===== src/logic/mem_pkg.sv =====
////////////////////////////////////////////////////////////////////////////
// Memory unit widths, operation and exception encodings, queue entry
////////////////////////////////////////////////////////////////////////////
package mem_pkg;

    localparam int XLEN       = 64;
    localparam int VADDR_BITS = 39;   // Bits above this must all match
    localparam int GL_INDEX_W = 6;
    localparam int REG_ADDR_W = 5;
    localparam int LSQ_DEPTH  = 4;
    localparam int LSQ_PTR_W  = $clog2(LSQ_DEPTH);

    // Scalar memory operations
    typedef enum logic [3:0] {
        LD,
        LW,
        LWU,
        LH,
        LHU,
        LB,
        LBU,
        SD,
        SW,
        SH,
        SB
    } mem_op_t;

    // RISC-V cause codes raised by the memory unit
    typedef enum logic [3:0] {
        LD_ADDR_MISALIGNED = 4'd4,
        LD_ACCESS_FAULT    = 4'd5,
        ST_ADDR_MISALIGNED = 4'd6,
        ST_ACCESS_FAULT    = 4'd7,
        LD_PAGE_FAULT      = 4'd13,
        ST_PAGE_FAULT      = 4'd15
    } xcpt_cause_t;

    // One load/store queue slot
    typedef struct packed {
        logic                  valid;
        mem_op_t               op;
        logic [REG_ADDR_W-1:0] rd;
        logic [GL_INDEX_W-1:0] gl_index;
        logic [XLEN-1:0]       base;     // First operand
        logic [XLEN-1:0]       imm;
        logic [XLEN-1:0]       wdata;    // Store data from the second operand
    } mem_entry_t;

    function automatic logic is_store(input mem_op_t op);
        return op inside {SD, SW, SH, SB};
    endfunction

endpackage


===== src/logic/load_store_queue.sv =====
////////////////////////////////////////////////////////////////////////////
// Load/store queue with head, issue and write pointers
////////////////////////////////////////////////////////////////////////////
`timescale 1ns/1ps

module load_store_queue import mem_pkg::*; (
    input  logic       clk_i,
    input  logic       rstn_i,
    input  logic       flush_i,
    input  logic       push_i,
    input  mem_entry_t push_entry_i,
    input  logic       issue_read_i,
    input  logic       advance_head_i,
    input  logic       rewind_i,
    output mem_entry_t issue_entry_o,
    output logic       full_o,
    output logic       empty_o
);

    // Pointers carry one wrap bit above the slot index
    logic [LSQ_PTR_W:0] wr_q;
    logic [LSQ_PTR_W:0] head_q;     // Oldest unfinished entry
    logic [LSQ_PTR_W:0] issue_q;    // Next entry to send
    logic               push_ok;

    mem_entry_t mem_q [LSQ_DEPTH];

    assign full_o  = (wr_q[LSQ_PTR_W] != head_q[LSQ_PTR_W]) &&
                     (wr_q[LSQ_PTR_W-1:0] == head_q[LSQ_PTR_W-1:0]);
    assign empty_o = (wr_q == head_q);
    assign push_ok = push_i & ~full_o;

    always_ff @(posedge clk_i) begin
        if (push_ok) begin
            mem_q[wr_q[LSQ_PTR_W-1:0]] <= push_entry_i;
        end
    end

    always_ff @(posedge clk_i, negedge rstn_i) begin
        if (!rstn_i) begin
            wr_q    <= '0;
            head_q  <= '0;
            issue_q <= '0;
        end else if (flush_i) begin
            wr_q    <= '0;
            head_q  <= '0;
            issue_q <= '0;
        end else begin
            if (push_ok) begin
                wr_q <= wr_q + 1'b1;
            end
            if (advance_head_i) begin
                head_q <= head_q + 1'b1;
            end
            if (rewind_i) begin
                issue_q <= head_q;          // Replay from the oldest entry
            end else if (issue_read_i) begin
                issue_q <= issue_q + 1'b1;
            end
        end
    end

    always_comb begin
        issue_entry_o       = mem_q[issue_q[LSQ_PTR_W-1:0]];
        issue_entry_o.valid = (issue_q != wr_q);   // Something left to send
    end

endmodule


===== src/logic/mem_issue_ctrl.sv =====
////////////////////////////////////////////////////////////////////////////
// Issue FSM, cache request drive and store commit gating
////////////////////////////////////////////////////////////////////////////
`timescale 1ns/1ps

module mem_issue_ctrl import mem_pkg::*; (
    input  logic            clk_i,
    input  logic            rstn_i,
    input  logic            kill_i,
    input  mem_entry_t      issue_entry_i,
    input  logic            issue_empty_i,
    input  logic            dc_ready_i,
    input  logic            commit_store_i,
    input  logic            store_done_i,
    input  logic            rewind_i,
    output logic            issue_read_o,
    output logic            dc_req_valid_o,
    output mem_op_t         dc_req_op_o,
    output logic [XLEN-1:0] dc_req_addr_o,
    output logic            s1_valid_o,
    output mem_entry_t      s1_entry_o,
    output logic            commit_stall_o
);

    typedef enum logic [1:0] {
        RESET,
        READ_HEAD,
        WAIT_READY,
        WAIT_COMMIT
    } state_t;

    state_t     state_q;
    state_t     state_d;
    mem_entry_t held_q;         // Entry read from the queue and not yet sent
    mem_entry_t cur_entry;
    logic       cur_store;
    logic       can_go;
    logic       fire;
    logic       store_inflight_q;

    // Queue head in READ_HEAD and the held copy while waiting
    always_comb begin
        if (state_q == READ_HEAD) begin
            cur_entry       = issue_entry_i;
            cur_entry.valid = issue_entry_i.valid & ~issue_empty_i;
        end else begin
            cur_entry       = held_q;
            cur_entry.valid = (state_q != RESET);
        end
    end

    assign cur_store    = is_store(cur_entry.op);
    assign can_go       = ~cur_store | (commit_store_i & ~store_inflight_q);
    assign fire         = cur_entry.valid & dc_ready_i & can_go & ~kill_i & ~rewind_i;
    assign issue_read_o = (state_q == READ_HEAD) & cur_entry.valid;

    always_comb begin
        case (state_q)
            RESET:   state_d = READ_HEAD;
            default: begin
                if (!cur_entry.valid || fire) begin
                    state_d = READ_HEAD;
                end else if (can_go) begin
                    state_d = WAIT_READY;   // Only the cache is holding us
                end else begin
                    state_d = WAIT_COMMIT;
                end
            end
        endcase
    end

    always_ff @(posedge clk_i, negedge rstn_i) begin
        if (!rstn_i) begin
            state_q <= RESET;
        end else if (kill_i || rewind_i) begin
            state_q <= READ_HEAD;
        end else begin
            state_q <= state_d;
        end
    end

    always_ff @(posedge clk_i) begin
        if (issue_read_o) begin
            held_q <= issue_entry_i;
        end
    end

    ////////////////////////////////////////////////////////////////////////////
    // Store tracking with one store in the pipeline at a time
    ////////////////////////////////////////////////////////////////////////////
    always_ff @(posedge clk_i, negedge rstn_i) begin
        if (!rstn_i) begin
            store_inflight_q <= 1'b0;
        end else if (kill_i || rewind_i) begin
            store_inflight_q <= 1'b0;   // Store will be replayed or dropped
        end else if (fire && cur_store) begin
            store_inflight_q <= 1'b1;
        end else if (store_done_i) begin
            store_inflight_q <= 1'b0;
        end
    end

    assign commit_stall_o = store_inflight_q | (fire & cur_store);

    assign dc_req_valid_o = fire;
    assign dc_req_op_o    = cur_entry.op;
    assign dc_req_addr_o  = cur_entry.base + cur_entry.imm;   // Effective address
    assign s1_valid_o     = fire;
    assign s1_entry_o     = cur_entry;

endmodule


===== src/logic/mem_resp_pipe.sv =====
////////////////////////////////////////////////////////////////////////////
// Request tracking stages, response decision and writeback drive
////////////////////////////////////////////////////////////////////////////
`timescale 1ns/1ps

module mem_resp_pipe import mem_pkg::*; (
    input  logic                  clk_i,
    input  logic                  rstn_i,
    input  logic                  kill_i,
    input  logic                  s1_valid_i,
    input  mem_entry_t            s1_entry_i,
    input  logic [XLEN-1:0]       s1_addr_i,
    input  logic                  dc_resp_valid_i,
    input  logic                  dc_resp_nack_i,
    input  logic [XLEN-1:0]       dc_resp_data_i,
    input  logic                  dc_resp_ma_i,
    input  logic                  dc_resp_pf_i,
    input  logic                  xcpt_valid_i,
    input  xcpt_cause_t           xcpt_cause_i,
    output logic [XLEN-1:0]       dc_req_wdata_o,
    output mem_entry_t            s2_entry_o,
    output logic [XLEN-1:0]       s2_addr_o,
    output logic                  advance_head_o,
    output logic                  rewind_o,
    output logic                  store_done_o,
    output logic                  wb_valid_o,
    output logic [REG_ADDR_W-1:0] wb_rd_o,
    output logic [GL_INDEX_W-1:0] wb_gl_index_o,
    output logic [XLEN-1:0]       wb_data_o,
    output logic                  wb_xcpt_valid_o,
    output xcpt_cause_t           wb_xcpt_cause_o,
    output logic [XLEN-1:0]       wb_xcpt_origin_o,
    output logic                  commit_xcpt_valid_o,
    output xcpt_cause_t           commit_xcpt_cause_o,
    output logic [XLEN-1:0]       commit_xcpt_origin_o
);

    logic            s1_valid_q;
    logic            s2_valid_q;
    mem_entry_t      s1_entry_q;
    mem_entry_t      s2_entry_q;
    logic [XLEN-1:0] s1_addr_q;
    logic [XLEN-1:0] s2_addr_q;
    logic            s2_store;
    logic            complete;

    always_ff @(posedge clk_i, negedge rstn_i) begin
        if (!rstn_i) begin
            s1_valid_q <= 1'b0;
            s2_valid_q <= 1'b0;
        end else if (kill_i || rewind_o) begin
            s1_valid_q <= 1'b0;     // Younger requests are replayed
            s2_valid_q <= 1'b0;
        end else begin
            s1_valid_q <= s1_valid_i;
            s2_valid_q <= s1_valid_q;
        end
    end

    always_ff @(posedge clk_i) begin
        s1_entry_q <= s1_entry_i;
        s1_addr_q  <= s1_addr_i;
        s2_entry_q <= s1_entry_q;
        s2_addr_q  <= s1_addr_q;
    end

    assign dc_req_wdata_o = s1_entry_q.wdata;   // Store data follows by one cycle

    always_comb begin
        s2_entry_o       = s2_entry_q;
        s2_entry_o.valid = s2_valid_q;
    end
    assign s2_addr_o = s2_addr_q;
    assign s2_store  = is_store(s2_entry_q.op);

    // Nack first, then exception, then a plain response
    assign rewind_o = s2_valid_q & dc_resp_nack_i;
    assign complete = s2_valid_q & ~dc_resp_nack_i & ~kill_i &
                      (xcpt_valid_i | dc_resp_valid_i);

    assign advance_head_o = complete;
    assign store_done_o   = complete & s2_store;

    // Loads, faulting or not, retire through writeback
    assign wb_valid_o       = complete & ~s2_store;
    assign wb_rd_o          = s2_entry_q.rd;
    assign wb_gl_index_o    = s2_entry_q.gl_index;
    assign wb_data_o        = dc_resp_data_i;
    assign wb_xcpt_valid_o  = wb_valid_o & xcpt_valid_i;
    assign wb_xcpt_cause_o  = xcpt_cause_i;
    assign wb_xcpt_origin_o = s2_addr_q;

    // Store faults are reported to commit
    assign commit_xcpt_valid_o  = store_done_o & xcpt_valid_i;
    assign commit_xcpt_cause_o  = xcpt_cause_i;
    assign commit_xcpt_origin_o = s2_addr_q;

endmodule


===== src/logic/mem_xcpt_check.sv =====
////////////////////////////////////////////////////////////////////////////
// Exception classification for the stage-2 instruction
////////////////////////////////////////////////////////////////////////////
`timescale 1ns/1ps

module mem_xcpt_check import mem_pkg::*; (
    input  mem_entry_t      s2_entry_i,
    input  logic [XLEN-1:0] s2_addr_i,
    input  logic            ma_i,
    input  logic            pf_i,
    output logic            xcpt_valid_o,
    output xcpt_cause_t     xcpt_cause_o
);

    logic st;
    logic canonical;

    assign st = is_store(s2_entry_i.op);

    // Upper address bits must all be ones or all zeros
    assign canonical = (&s2_addr_i[XLEN-1:VADDR_BITS]) | ~(|s2_addr_i[XLEN-1:VADDR_BITS]);

    assign xcpt_valid_o = s2_entry_i.valid & (ma_i | pf_i | ~canonical);

    always_comb begin
        if (ma_i) begin
            xcpt_cause_o = st ? ST_ADDR_MISALIGNED : LD_ADDR_MISALIGNED;
        end else if (pf_i) begin
            xcpt_cause_o = st ? ST_PAGE_FAULT : LD_PAGE_FAULT;
        end else if (!canonical) begin
            xcpt_cause_o = st ? ST_ACCESS_FAULT : LD_ACCESS_FAULT;
        end else begin
            xcpt_cause_o = LD_ADDR_MISALIGNED;  // Unused while valid is low
        end
    end

endmodule


===== src/logic/mem_unit.sv =====
////////////////////////////////////////////////////////////////////////////
// Memory unit top level with queue, issue control, response pipe and
// exception check
////////////////////////////////////////////////////////////////////////////
`timescale 1ns/1ps

module mem_unit import mem_pkg::*; (
    input  logic                  clk_i,
    input  logic                  rstn_i,
    input  logic                  kill_i,
    input  logic                  instr_valid_i,
    input  mem_op_t               instr_op_i,
    input  logic [REG_ADDR_W-1:0] instr_rd_i,
    input  logic [GL_INDEX_W-1:0] instr_gl_index_i,
    input  logic [XLEN-1:0]       instr_base_i,
    input  logic [XLEN-1:0]       instr_imm_i,
    input  logic [XLEN-1:0]       instr_wdata_i,
    input  logic                  dc_ready_i,
    input  logic                  dc_resp_valid_i,
    input  logic                  dc_resp_nack_i,
    input  logic [XLEN-1:0]       dc_resp_data_i,
    input  logic                  dc_resp_ma_i,
    input  logic                  dc_resp_pf_i,
    input  logic                  commit_store_i,
    output logic                  dc_req_valid_o,
    output mem_op_t               dc_req_op_o,
    output logic [XLEN-1:0]       dc_req_addr_o,
    output logic [XLEN-1:0]       dc_req_wdata_o,
    output logic                  wb_valid_o,
    output logic [REG_ADDR_W-1:0] wb_rd_o,
    output logic [GL_INDEX_W-1:0] wb_gl_index_o,
    output logic [XLEN-1:0]       wb_data_o,
    output logic                  wb_xcpt_valid_o,
    output xcpt_cause_t           wb_xcpt_cause_o,
    output logic [XLEN-1:0]       wb_xcpt_origin_o,
    output logic                  commit_xcpt_valid_o,
    output xcpt_cause_t           commit_xcpt_cause_o,
    output logic [XLEN-1:0]       commit_xcpt_origin_o,
    output logic                  commit_stall_o,
    output logic                  lock_o,
    output logic                  empty_o
);

    mem_entry_t      push_entry;
    mem_entry_t      issue_entry;
    mem_entry_t      s1_entry;
    mem_entry_t      s2_entry;
    logic [XLEN-1:0] s2_addr;
    logic            lsq_empty;
    logic            issue_read;
    logic            advance_head;
    logic            rewind;
    logic            store_done;
    logic            s1_valid;
    logic            xcpt_valid;
    xcpt_cause_t     xcpt_cause;

    assign push_entry = '{valid: instr_valid_i, op: instr_op_i, rd: instr_rd_i,
                          gl_index: instr_gl_index_i, base: instr_base_i,
                          imm: instr_imm_i, wdata: instr_wdata_i};

    assign empty_o = lsq_empty & ~dc_req_valid_o;

    load_store_queue i_lsq (
        .clk_i          (clk_i),
        .rstn_i         (rstn_i),
        .flush_i        (kill_i),
        .push_i         (instr_valid_i),
        .push_entry_i   (push_entry),
        .issue_read_i   (issue_read),
        .advance_head_i (advance_head),
        .rewind_i       (rewind),
        .issue_entry_o  (issue_entry),
        .full_o         (lock_o),
        .empty_o        (lsq_empty)
    );

    mem_issue_ctrl i_issue (
        .clk_i          (clk_i),
        .rstn_i         (rstn_i),
        .kill_i         (kill_i),
        .issue_entry_i  (issue_entry),
        .issue_empty_i  (lsq_empty),
        .dc_ready_i     (dc_ready_i),
        .commit_store_i (commit_store_i),
        .store_done_i   (store_done),
        .rewind_i       (rewind),
        .issue_read_o   (issue_read),
        .dc_req_valid_o (dc_req_valid_o),
        .dc_req_op_o    (dc_req_op_o),
        .dc_req_addr_o  (dc_req_addr_o),
        .s1_valid_o     (s1_valid),
        .s1_entry_o     (s1_entry),
        .commit_stall_o (commit_stall_o)
    );

    mem_resp_pipe i_resp (
        .clk_i                (clk_i),
        .rstn_i               (rstn_i),
        .kill_i               (kill_i),
        .s1_valid_i           (s1_valid),
        .s1_entry_i           (s1_entry),
        .s1_addr_i            (dc_req_addr_o),
        .dc_resp_valid_i      (dc_resp_valid_i),
        .dc_resp_nack_i       (dc_resp_nack_i),
        .dc_resp_data_i       (dc_resp_data_i),
        .dc_resp_ma_i         (dc_resp_ma_i),
        .dc_resp_pf_i         (dc_resp_pf_i),
        .xcpt_valid_i         (xcpt_valid),
        .xcpt_cause_i         (xcpt_cause),
        .dc_req_wdata_o       (dc_req_wdata_o),
        .s2_entry_o           (s2_entry),
        .s2_addr_o            (s2_addr),
        .advance_head_o       (advance_head),
        .rewind_o             (rewind),
        .store_done_o         (store_done),
        .wb_valid_o           (wb_valid_o),
        .wb_rd_o              (wb_rd_o),
        .wb_gl_index_o        (wb_gl_index_o),
        .wb_data_o            (wb_data_o),
        .wb_xcpt_valid_o      (wb_xcpt_valid_o),
        .wb_xcpt_cause_o      (wb_xcpt_cause_o),
        .wb_xcpt_origin_o     (wb_xcpt_origin_o),
        .commit_xcpt_valid_o  (commit_xcpt_valid_o),
        .commit_xcpt_cause_o  (commit_xcpt_cause_o),
        .commit_xcpt_origin_o (commit_xcpt_origin_o)
    );

    mem_xcpt_check i_xcpt (
        .s2_entry_i   (s2_entry),
        .s2_addr_i    (s2_addr),
        .ma_i         (dc_resp_ma_i),
        .pf_i         (dc_resp_pf_i),
        .xcpt_valid_o (xcpt_valid),
        .xcpt_cause_o (xcpt_cause)
    );

endmodule


===== config.mk =====
export PLATFORM = sky130hd
export DESIGN_NAME = mem_unit
export DESIGN_NICKNAME = d
export VERILOG_FILES = /design/src/logic/mem_pkg.sv /design/src/logic/load_store_queue.sv /design/src/logic/mem_issue_ctrl.sv /design/src/logic/mem_resp_pipe.sv /design/src/logic/mem_xcpt_check.sv /design/src/logic/mem_unit.sv
export SDC_FILE = /design/constraint.sdc
export NUM_CORES = 1
export LEC_CHECK = 0
export BUFFER_PORTS_ARGS = -buffer_cell sky130_fd_sc_hd__buf_2
export CORE_MARGIN = 2
export CORE_UTILIZATION = 39
export CTS_BUF_LIST = sky130_fd_sc_hd__clkbuf_4
export DETAILED_ROUTE_END_ITERATION = 8
export GPL_ROUTABILITY_DRIVEN = 1
export PLACE_DENSITY = 0.54
export SLEW_MARGIN = 15
export SYNTH_ARGS = -nofsm -noshare
export SYNTH_HDL_FRONTEND = slang
export SYNTH_SLANG_ARGS = --single-unit

===== constraint.sdc =====
create_clock -name clk_i -period 22.7 [get_ports clk_i]
set_clock_uncertainty 0.05 [all_clocks]
set_input_delay 1.135 -clock clk_i [delete_from_list [all_inputs] [get_ports clk_i]]
set_output_delay 1.135 -clock clk_i [all_outputs]
set_load 0.02 [all_outputs]

# After elaboration in Yosys (flattened, before gate mapping)
# Memory sizes are Yosys's and may differ from the RTL's.
# Cells that the tools add are included.
# W data, S select, Z words.
dict set report word_totals {
  elab_cells 116
  ram_bits 832
  memories 1
  reg_bits 443
  in_bits 281
}
dict set report op_classes {
  reduce_logical 15
  eq_ne 13
  bitwise_logic 36
  n_addsub 4
  mux 25
}
# name words word_bits rd rd_ports_with_merged_regs write_ports line
set memory_table {}
lappend memory_table {i_lsq.mem_q 4 208 1 0 1 load_store_queue.sv:26} ;# mem_entry_t mem_q [LSQ_DEPTH];
# op count
set ops {}
lappend ops {{$mux W208} 1}
lappend ops {{$add A64 B64 Y64} 1}
lappend ops {{$reduce_and A25 Y1} 1}
lappend ops {{$reduce_or A25 Y1} 1}
lappend ops {{$eq A4 B4 Y1 const B} 6}
lappend ops {{$mux W3} 7}
lappend ops {{$and A1 B1 Y1} 19}
lappend ops {{$mux W2} 6}
lappend ops {{$mux W4} 3}
lappend ops {{$not A1 Y1} 11}
lappend ops {{$add A3 B1 Y3 const B} 3}
lappend ops {{$eq A4 B3 Y1 const B} 2}
lappend ops {{$mux W1} 8}
lappend ops {{$reduce_bool A4 Y1} 2}
lappend ops {{$or A1 B1 Y1} 6}
lappend ops {{$reduce_bool A2 Y1} 3}
lappend ops {{$reduce_bool A3 Y1} 2}
lappend ops {{$eq A3 B3 Y1} 1}
lappend ops {{$ne A3 B3 Y1} 1}
lappend ops {{$eq A2 B1 Y1 const B} 1}
lappend ops {{$eq A2 B2 Y1} 1}
lappend ops {{$logic_and A1 B1 Y1} 2}
lappend ops {{$logic_not A2 Y1} 1}
lappend ops {{$logic_or A1 B1 Y1} 2}
lappend ops {{other kinds (2)} 2}

# Longest topological paths before layout
# Gate-level depths: netlist of run 1.
dict set report logic_depth {
  word_depth 15
  depth_mapped 15
  depth_no_buf 12
}

# Hierarchy
# From an unflattened synthesis of run 1, not the netlist that was laid out.
dict set report hier_totals {
  hier_cells 3523
  area_unflattened_um2 57017.2
}
# mod n_inst cells_per_inst area_each_um2
set modules_own_cells {}
lappend modules_own_cells {load_store_queue 1 1157 30505.5}
lappend modules_own_cells {mem_issue_ctrl 1 1498 13221.4}
lappend modules_own_cells {mem_resp_pipe 1 837 13078.8}
lappend modules_own_cells {mem_xcpt_check 1 30 197.7}
lappend modules_own_cells {mem_unit 1 1 13.8}

# Least setup slack after synthesis of run 1
# OpenSTA, ideal clock, no wires.
dict set report synth_timing {
  path_type {reg-to-reg}
  start {register i_lsq.issue_q[1]}
  end {register i_lsq.issue_q[2]}
  required_ns 22.556
  path_buffers 1
  setup_time_ns 0.094
  arrival_ns 11.339
  slack_ns 11.217
  period_less_slack_ns 11.483
  stages_incl_launch_ff 8
  path_cell_list {dfrtp_1 > clkbuf_1 > xor2_1 > o311a_1 > nor2b_1 > nand2_1 > xor2_1 > a211oi_1}
}
dict set report synth_via {
  elab_chain_len 5
  word_cells_on_any_way 9
  cone_classes {add/sub: 1; eq/ne: 1; mux: 4; bitwise: 2; reduce/logical: 1}
}
# element line
set synth_rtl {}
lappend synth_rtl {{start: declaration} load_store_queue.sv:23} ;# logic [LSQ_PTR_W:0] issue_q;
lappend synth_rtl {{start signal: assignment} load_store_queue.sv:56} ;# issue_q <= head_q;
lappend synth_rtl {{start signal: assignment} load_store_queue.sv:58} ;# issue_q <= issue_q + 1'b1;
lappend synth_rtl {{$ne A3 B3 Y1} load_store_queue.sv:65} ;# issue_entry_o.valid = (issue_q != wr_q);
lappend synth_rtl {{$and A1 B1 Y1} mem_issue_ctrl.sv:45} ;# cur_entry.valid = issue_entry_i.valid & ~issue_empty_i;
lappend synth_rtl {{$mux W208} mem_issue_ctrl.sv:43} ;# if (state_q == READ_HEAD) begin
lappend synth_rtl {{$and A1 B1 Y1} mem_issue_ctrl.sv:55} ;# assign issue_read_o = (state_q == READ_HEAD) & cur_entry.valid;
lappend synth_rtl {{via i_issue.issue_read_o} mem_issue_ctrl.sv:16} ;# output logic issue_read_o,
lappend synth_rtl {{$reduce_bool A3 Y1 (no source line)} -}
# The timed path passes the listed nets, and every way through them passes these cells. The select of a mux whose other input is x is not followed.
# A chain may end at the register's enable or synchronous reset.

==> flow_metrics.env, run 1 <==
export IMPL_outcome="complete, no violations"
export IMPL_yosys_warnings=0
export IMPL_dp_slack_ps=15000
export IMPL_hold_violations=0
export IMPL_fin_nets=3763
export IMPL_required_ps=21520
export IMPL_grtUsageTotal=0.190
export IMPL_synth_area_leaders="edfxtp_1 63%, mux4_2 9.4%, dfxtp_1 9.0%"
export IMPL_initial_core_util=0.393
export IMPL_die_y_microns=360
export IMPL_wl_per_cell_microns=23.1
export IMPL_leakagePower_nw=21.1
export IMPL_avgViaCountPerCell=5.03
export IMPL_final_core_util=0.466
export IMPL_port_buffers=500
export IMPL_crit_arrival_ps=7690
export IMPL_cts_sinks=1271
export IMPL_total_power_mw=7.51
export IMPL_synth_cell_types=84
export IMPL_setup_tns_ps=0
export IMPL_cpMostUsedCell="a21o_1"
export IMPL_slew_headroom=0.251
export IMPL_clock_insertion_delay_worst_skew_ps=1270
export IMPL_drive_gt1_frac=0.413
export IMPL_ant_nets=0
export IMPL_cts_buffers=346
export IMPL_p_per_area_nw_per_um2=128
export IMPL_place_inst=4504
export IMPL_busiest_layer="met2"
export IMPL_fp_coreArea_sq_um=126000
export IMPL_regArea_sq_um=35900
export IMPL_gp_congestion=0.851
export IMPL_grt_overflow_total=0
export IMPL_use_met2=0.306
export IMPL_worst_path_buf_inv=3
export IMPL_rsz0062_at_grt="no"
export IMPL_cp_start_kind="flip-flop"
export IMPL_fin_crit_ps=8880
export IMPL_hp_class="primary input to flip-flop"
export IMPL_yosys_area_top_type_share=0.629
export IMPL_cap_violations=0
export IMPL_fin_cells=5333
export IMPL_critPathKind="flip-flop to primary output"
export IMPL_grt_max_degree=142
export IMPL_whs_ps=202
export IMPL_drt_initial_drc_count=1604
export IMPL_root_buffer="clkbuf_4"
export IMPL_max_vdd_ir_drop_mv=0.0825
export IMPL_vias=26900
export IMPL_syn_to_final_growth_pct=18.6
export IMPL_n_fill_cell=11000
export IMPL_slowest_stage="dfrtp_4"
export IMPL_fin_crit_sh=0.391
export IMPL_htreeDepth=5
export IMPL_cts_tree="done"
export IMPL_fin_area_sq_um=58600
export IMPL_setup_worst_path_end_class="primary output"
export IMPL_slowest_delay_ps=1130
export IMPL_worstPathCellList="buf_4, buf_4, mux4_2, mux2_2, ha_1, a21o_1, a21o_1, a21o_1, a2111oi_0, o21ai_1, a21oi_1, o31ai_1, xor2_1, buf_2"
export IMPL_use_met3=0.0621
export IMPL_path_max_fanout=59
export IMPL_dr_pass1_iters=6
export IMPL_io_pins=631
export IMPL_synth_area_per_cell_sq_um=18.7
export IMPL_final_max_slew_viol_count=0
export IMPL_synth_edf_count=1035
export IMPL_worst_slew_pin_slew_ps=1120
export IMPL_yosysTopAreaCell="edfxtp_1"
export IMPL_syn_area_sq_um=49400
export IMPL_antenna_found_initial=37
export IMPL_critPathTopFamily="compound AO/OA/AOI/OAI gates"
export IMPL_netlist_instances=2643
export IMPL_route_detailed_drc=0
export IMPL_use_met1=0.233
export IMPL_dieArea_sq_um=130000
export IMPL_clockBufferDepth=4
export IMPL_seq_area_frac_synth=0.726
export IMPL_synth_async_reset_ratio=0.0110
export IMPL_wirelength_microns=123000
export IMPL_setup_slack_ps=13820
export IMPL_die_w_microns=360
export IMPL_clkSlewWorstSetupHoldPaths_ps=70
export IMPL_synth_ff_type="edfxtp_1"
export IMPL_place_area_sq_um=52200
export IMPL_ys_ff_latch=1271
export IMPL_std_cell_rows=130
export IMPL_multi_input_area_sq_um=11500
export IMPL_max_freq_mhz=113
export IMPL_grt_pass1_vias=28600
export IMPL_dp_hpwl_microns=78000
export IMPL_grt_pass1_wl_microns=183000
export IMPL_setup_viol=0
[power breakdown]
part	leakage, nW	switching (mW)	total, mW	internal (mW)
Clock	2.57	0.913	1.95	1.04
Combinational	6.99	1.65	2.53	0.877
Sequential	11.6	0.133	3.03	2.90
Total	21.1	2.70	7.51	4.81
[layout make-up]
| type | count | area share |
|---|---|---|
| antenna | 25 | 0.00107 |
| clock buffer | 511 | 0.0654 |
| clock inverter | 83 | 0.00630 |
| inverter | 18 | 0.00115 |
| multi-input combinational | 1042 | 0.196 |
| sequential | 1271 | 0.612 |
| tap | 1650 | 0.0352 |
| timing repair buffer | 733 | 0.0824 |
[flip-flops by register name, summed over array words and instances (netlist names)]
| name | flops |
|---|---|
| i_resp.s1_entry_q | 15 |
| i_resp.s2_entry_o | 4 |
| i_resp.wb_rd_o | 5 |
| i_resp.s1_valid_q | 1 |
| i_lsq.wr_q | 3 |
| i_lsq.issue_q | 3 |
| i_issue.state_q | 2 |
| i_resp.s2_valid_q | 1 |
| i_resp.s1_addr_q | 64 |
| i_issue.store_inflight_q | 1 |
| i_resp.commit_xcpt_origin_o | 64 |
| i_lsq.mem_q | 828 |
| i_resp.dc_req_wdata_o | 64 |
| i_lsq.head_q | 3 |
| i_issue.held_q | 207 |
| i_resp.wb_gl_index_o | 6 |
[cells by family (layout without fill, tap and decap cells)]
logic type	count (synthesis)	count (layout)	synth area share
multiplexers	414	414	0.142
XOR/XNOR	71	71	0.0126
AND/OR/NAND/NOR	225	225	0.0235
buffers and inverters	331	1345	0.0420
AO/OA/AOI/OAI	260	260	0.0366
other	1	27	0.0000759
adder cells (fa/ha/maj)	70	70	0.0179
flip-flops	1271	1271	0.726
[cell usage after synthesis (6+ instances only)]
| cell | number |
|---|---|
| mux2_2 | 205 |
| o211ai_1 | 8 |
| nand3_1 | 20 |
| mux4_2 | 207 |
| inv_1 | 17 |
| and2_1 | 9 |
| edfxtp_1 | 1035 |
| nor2b_1 | 8 |
| clkbuf_1 | 57 |
| o21bai_1 | 10 |
| nand4_1 | 19 |
| buf_1 | 17 |
| and3_1 | 8 |
| dfxtp_1 | 222 |
| nor4_1 | 7 |
| o21ai_0 | 21 |
| a21oi_1 | 69 |
| xnor2_1 | 40 |
| o21a_1 | 12 |
| buf_4 | 212 |
| xor2_1 | 31 |
| buf_2 | 26 |
| a21o_1 | 44 |
| a211oi_1 | 10 |
| nor3_1 | 11 |
| nand2_1 | 54 |
| and4_1 | 6 |
| dfrtp_1 | 14 |
| nor2_1 | 53 |
| o21ai_1 | 20 |
| a31oi_1 | 12 |
| ha_1 | 69 |
[routing by layer]
layer / share of wire / vias up
li1: - / 12000
met1: 0.41 / 13500
met2: 0.48 / 950
met3: 0.061 / 331
met4: 0.038 / 34
met5: 0.0019 / -
[path summary, 6_finish.rpt]
kind | start | endpoint | slack, ps | depth (start not counted)
setup / recovery | i_lsq.issue_q[1] | dc_req_addr_o[60] | 13820 | 14
hold / removal | commit_store_i | i_issue.state_q[0] | 200 | 4
setup reg to reg | i_lsq.issue_q[1] | i_resp.s1_addr_q[60] | 16270 | 13
hold reg to reg | i_resp.s1_addr_q[18] | i_resp.commit_xcpt_origin_o[18] | 260 | 0
max in group asynchronous | rstn_i | i_lsq.issue_q[0] | 21930 | 2
min in group asynchronous | rstn_i | i_lsq.wr_q[2] | 350 | 2
[layout by cell type, fill, tap and decap left out, types with 20 or more instances in the layout]
| cell | synthesis | final |
|---|---|---|
| a21o_1 | 44 | 44 |
| buf_2 | 26 | 500 |
| clkbuf_4 | 0 | 511 |
| o21ai_1 | 20 | 20 |
| edfxtp_1 | 1035 | 1035 |
| a21oi_1 | 69 | 69 |
| nor2_1 | 53 | 53 |
| ha_1 | 69 | 69 |
| nand3_1 | 20 | 20 |
| diode_2 | 0 | 25 |
| dfxtp_1 | 222 | 222 |
| dlygate4sd3_1 | 0 | 210 |
| nand2_1 | 54 | 54 |
| clkinv_1 | 0 | 52 |
| xnor2_1 | 40 | 40 |
| xor2_1 | 31 | 31 |
| mux2_2 | 205 | 205 |
| mux4_2 | 207 | 207 |
| clkinv_2 | 0 | 25 |
| o21ai_0 | 21 | 21 |
[worst register-to-register path, delay by kind of cell, from the launching register on]
kind	cells	cell delay, ps
buffers and inverters	2	1630
adders and majority gates	1	410
xor gates and xnor gates	1	280
muxes	2	760
DFF	1	1130
AOI/OAI and AO/OA	7	2060
[timing repair]
item | 4_1_cts | 5_1_grt
resized for setup | 0 | 0
hold buffers | 210 | 0
setup buffers | 0 | 0
endpoints found under the hold margin | 849 | 0
Power figures use the tool's default switching activity.
==> inputs of run 2 (changes only) <==
--- a/config.mk
+++ b/config.mk
@@ -11,7 +11,7 @@
 export CTS_BUF_LIST = sky130_fd_sc_hd__clkbuf_4
 export DETAILED_ROUTE_END_ITERATION = 8
 export GPL_ROUTABILITY_DRIVEN = 1
-export PLACE_DENSITY = 0.54
+export PLACE_DENSITY = 0.57
 export SLEW_MARGIN = 15
 export SYNTH_ARGS = -nofsm -noshare
 export SYNTH_HDL_FRONTEND = slang
==> constraint.sdc (replaced) <==
create_clock -name clk_i -period 7.5 [get_ports clk_i]
set_clock_uncertainty 0.05 [all_clocks]
set_input_delay 0.375 -clock clk_i [delete_from_list [all_inputs] [get_ports clk_i]]
set_output_delay 0.375 -clock clk_i [all_outputs]
set_load 0.02 [all_outputs]
==> flow_metrics.env, run 2 (synthesis results as in run 1) <==
export IMPL_multi_input_area_sq_um=11500
export IMPL_max_freq_mhz=145
export IMPL_min_from="dc_resp_pf_i"
export IMPL_regArea_sq_um=35900
export IMPL_grtUsageTotal=0.186
export IMPL_final_cell_mix="1035 x edfxtp_1, 530 x clkbuf_4, 500 x buf_2"
export IMPL_grt_pass1_wl_microns=182000
export IMPL_die_w_microns=360
export IMPL_path_max_fanout=25
export IMPL_rsz0062_at_grt="no"
export IMPL_dp_hpwl_microns=75100
export IMPL_largest_reg_flops=828
export IMPL_seqPwrFrac=0.395
export IMPL_avgViaCountPerCell=4.99
export IMPL_hold_violations=0
export IMPL_slew_headroom=0.331
export IMPL_critPathKind="flip-flop to primary output"
export IMPL_max_vdd_ir_drop_mv=0.286
export IMPL_fin_crit_sh=0.921
export IMPL_r2r_slack_ps=2280
export IMPL_power_frac_clock=0.270
export IMPL_clock_insertion_delay_worst_skew_ps=1250
export IMPL_setup_worst_path_end_class="primary output"
export IMPL_cts_buffers=351
export IMPL_cp_start_kind="flip-flop"
export IMPL_syn_to_final_growth_pct=23.8
export IMPL_outcome="complete, no violations"
export IMPL_fp_coreArea_sq_um=126000
export IMPL_grt_overflow_total=0
export IMPL_clkSlewWorstSetupHoldPaths_ps=60
export IMPL_layout_commonest_cell="edfxtp_1"
export IMPL_wirelength_microns=120000
export IMPL_worstPathCellList="mux4_2, mux2_2, ha_1, fa_1, a21o_1, a31oi_1, nor2_1, o41ai_2, a21oi_1, o21ai_1, o21ai_1, xor2_1, buf_2"
export IMPL_drive_gt1_frac=0.392
export IMPL_n_fill_cell=10800
export IMPL_vias=27800
export IMPL_internal_power_mw=15.0
export IMPL_fin_crit_ps=6910
export IMPL_setup_viol=0
export IMPL_std_cell_rows=130
export IMPL_hold_depth=4
export IMPL_reg2reg_from="i_lsq.issue_q[0]"
export IMPL_die_y_microns=360
export IMPL_htreeDepth=5
export IMPL_p_switching_mw=8.12
export IMPL_antenna_found_initial=31
export IMPL_dieArea_sq_um=130000
export IMPL_slowest_delay_ps=800
export IMPL_cap_violations=0
export IMPL_grt_pass1_vias=30100
export IMPL_slowest_stage="dfrtp_4"
export IMPL_grt_max_degree=119
export IMPL_clockBufferDepth=4
export IMPL_reg2regPathDepth=12
export IMPL_root_buffer="clkbuf_4"
export IMPL_drt_initial_drc_count=1749
export IMPL_hp_class="primary input to flip-flop"
export IMPL_port_buffers=500
export IMPL_hold_path_end="i_lsq.head_q[1]"
export IMPL_sw_frac_of_total=0.352
export IMPL_leakagePower_nw=22.2
export IMPL_crit_arrival_ps=6480
export IMPL_cpMostUsedCell="o21ai_1"
export IMPL_setup_slack_ps=592
export IMPL_initial_core_util=0.393
export IMPL_dr_pass1_iters=7
export IMPL_p_per_area_nw_per_um2=377
export IMPL_worst_slew_pin_slew_ps=1000
export IMPL_wl_per_cell_microns=21.6
export IMPL_cts_sinks=1271
export IMPL_fin_nets=3992
export IMPL_cts_tree="done"
export IMPL_setup_tns_ps=0
export IMPL_r2r_end="i_resp.s1_addr_q[62]"
export IMPL_io_pins=631
export IMPL_final_max_slew_viol_count=0
export IMPL_route_detailed_drc=0
export IMPL_dp_slack_ps=1630
export IMPL_combPwrFrac=0.335
export IMPL_ant_nets=0
export IMPL_required_ps=7070
export IMPL_gp_congestion=0.843
==> run 2: cell types whose count changed in the layout (fill, tap and decap cells not counted), sizes merged <==
| cell | previous run | this run |
|---|---|---|
| dlygate4sd3 | 210 | 431 |
| inv | 23 | 21 |
| clkinvlp | 0 | 1 |
| bufinv | 1 | 7 |
| clkbuf | 511 | 530 |
| buf | 523 | 526 |
| clkinv | 77 | 67 |
| diode | 25 | 20 |
==> run 2: through the flow <==
| step | utilization | hold slack [ps] | area (sq um) | power (mW) | cells |
|---|---|---|---|---|---|
| after CTS | 0.486 | 34.8 | 61100 | 23.4 | 5546 |
| after global routing | 0.487 | 137 | 61200 | 24.3 | 5560 |
| after global placement | 0.416 | 260 | 52300 | 16.8 | 4507 |
| after detailed placement | 0.416 | 262 | 52300 | 16.9 | 4507 |
| after floorplan | - | 29.4 | 49400 | 14.5 | 2644 |
| final | 0.487 | 214 | 61200 | 23.1 | 5566 |
==> run 2: per-layer routing <==
layer  track usage  part of all wire
met2         0.320              0.51
met4        0.0885             0.038
met3        0.0459             0.052
met5             0            0.0012
met1         0.218              0.40
==> run 2: worst max path at each step <==
stage	start	endpoint	slack [ps]	cells past startpoint
2_1_floorplan	i_lsq.issue_q[1]	i_lsq.issue_q[2]	170	7
3_5_place_dp	i_lsq.issue_q[0]	dc_req_addr_o[62]	1630	13
4_1_cts	i_lsq.issue_q[0]	dc_req_addr_o[62]	280	13
6_report	i_lsq.issue_q[0]	dc_req_addr_o[62]	590	13
3_3_place_gp	i_lsq.issue_q[0]	dc_req_addr_o[62]	1620	13
5_1_grt	i_lsq.issue_q[0]	dc_req_addr_o[62]	8	13
==> run 2: layout make-up <==
class	count	area share
timing repair buffer	957	0.117
tap	1650	0.0337
inverter	18	0.00110
sequential	1271	0.586
antenna	20	0.000818
clock buffer	530	0.0650
multi-input combinational	1042	0.188
clock inverter	78	0.00816
==> run 2: timing repair <==
action	4_1_cts	5_1_grt
endpoints found under the hold margin	915	0
endpoints found under the setup margin	0	3
hold buffers	431	0
resized for setup	0	1
buffers inserted	0	0
==> run 2: worst max-delay path: cells and delay by family, from the launching register on <==
kind / cells / cell delay (ps)
simple gates: 1 / 160
mux: 2 / 890
flops: 1 / 800
compound gates: 6 / 2260
buf+inv: 1 / 210
fa+ha+maj: 2 / 740
xor+xnor: 1 / 220
==> run 2: power groups by stage <==
stage,logic (mW),registers [mW],clock network [mW]
2_1_floorplan,5.10,9.45,0
3_3_place_gp,7.60,9.23,0
3_5_place_dp,7.60,9.27,0
4_1_cts,7.82,9.13,6.45
5_1_grt,8.26,9.21,6.82
6_report,7.74,9.12,6.22
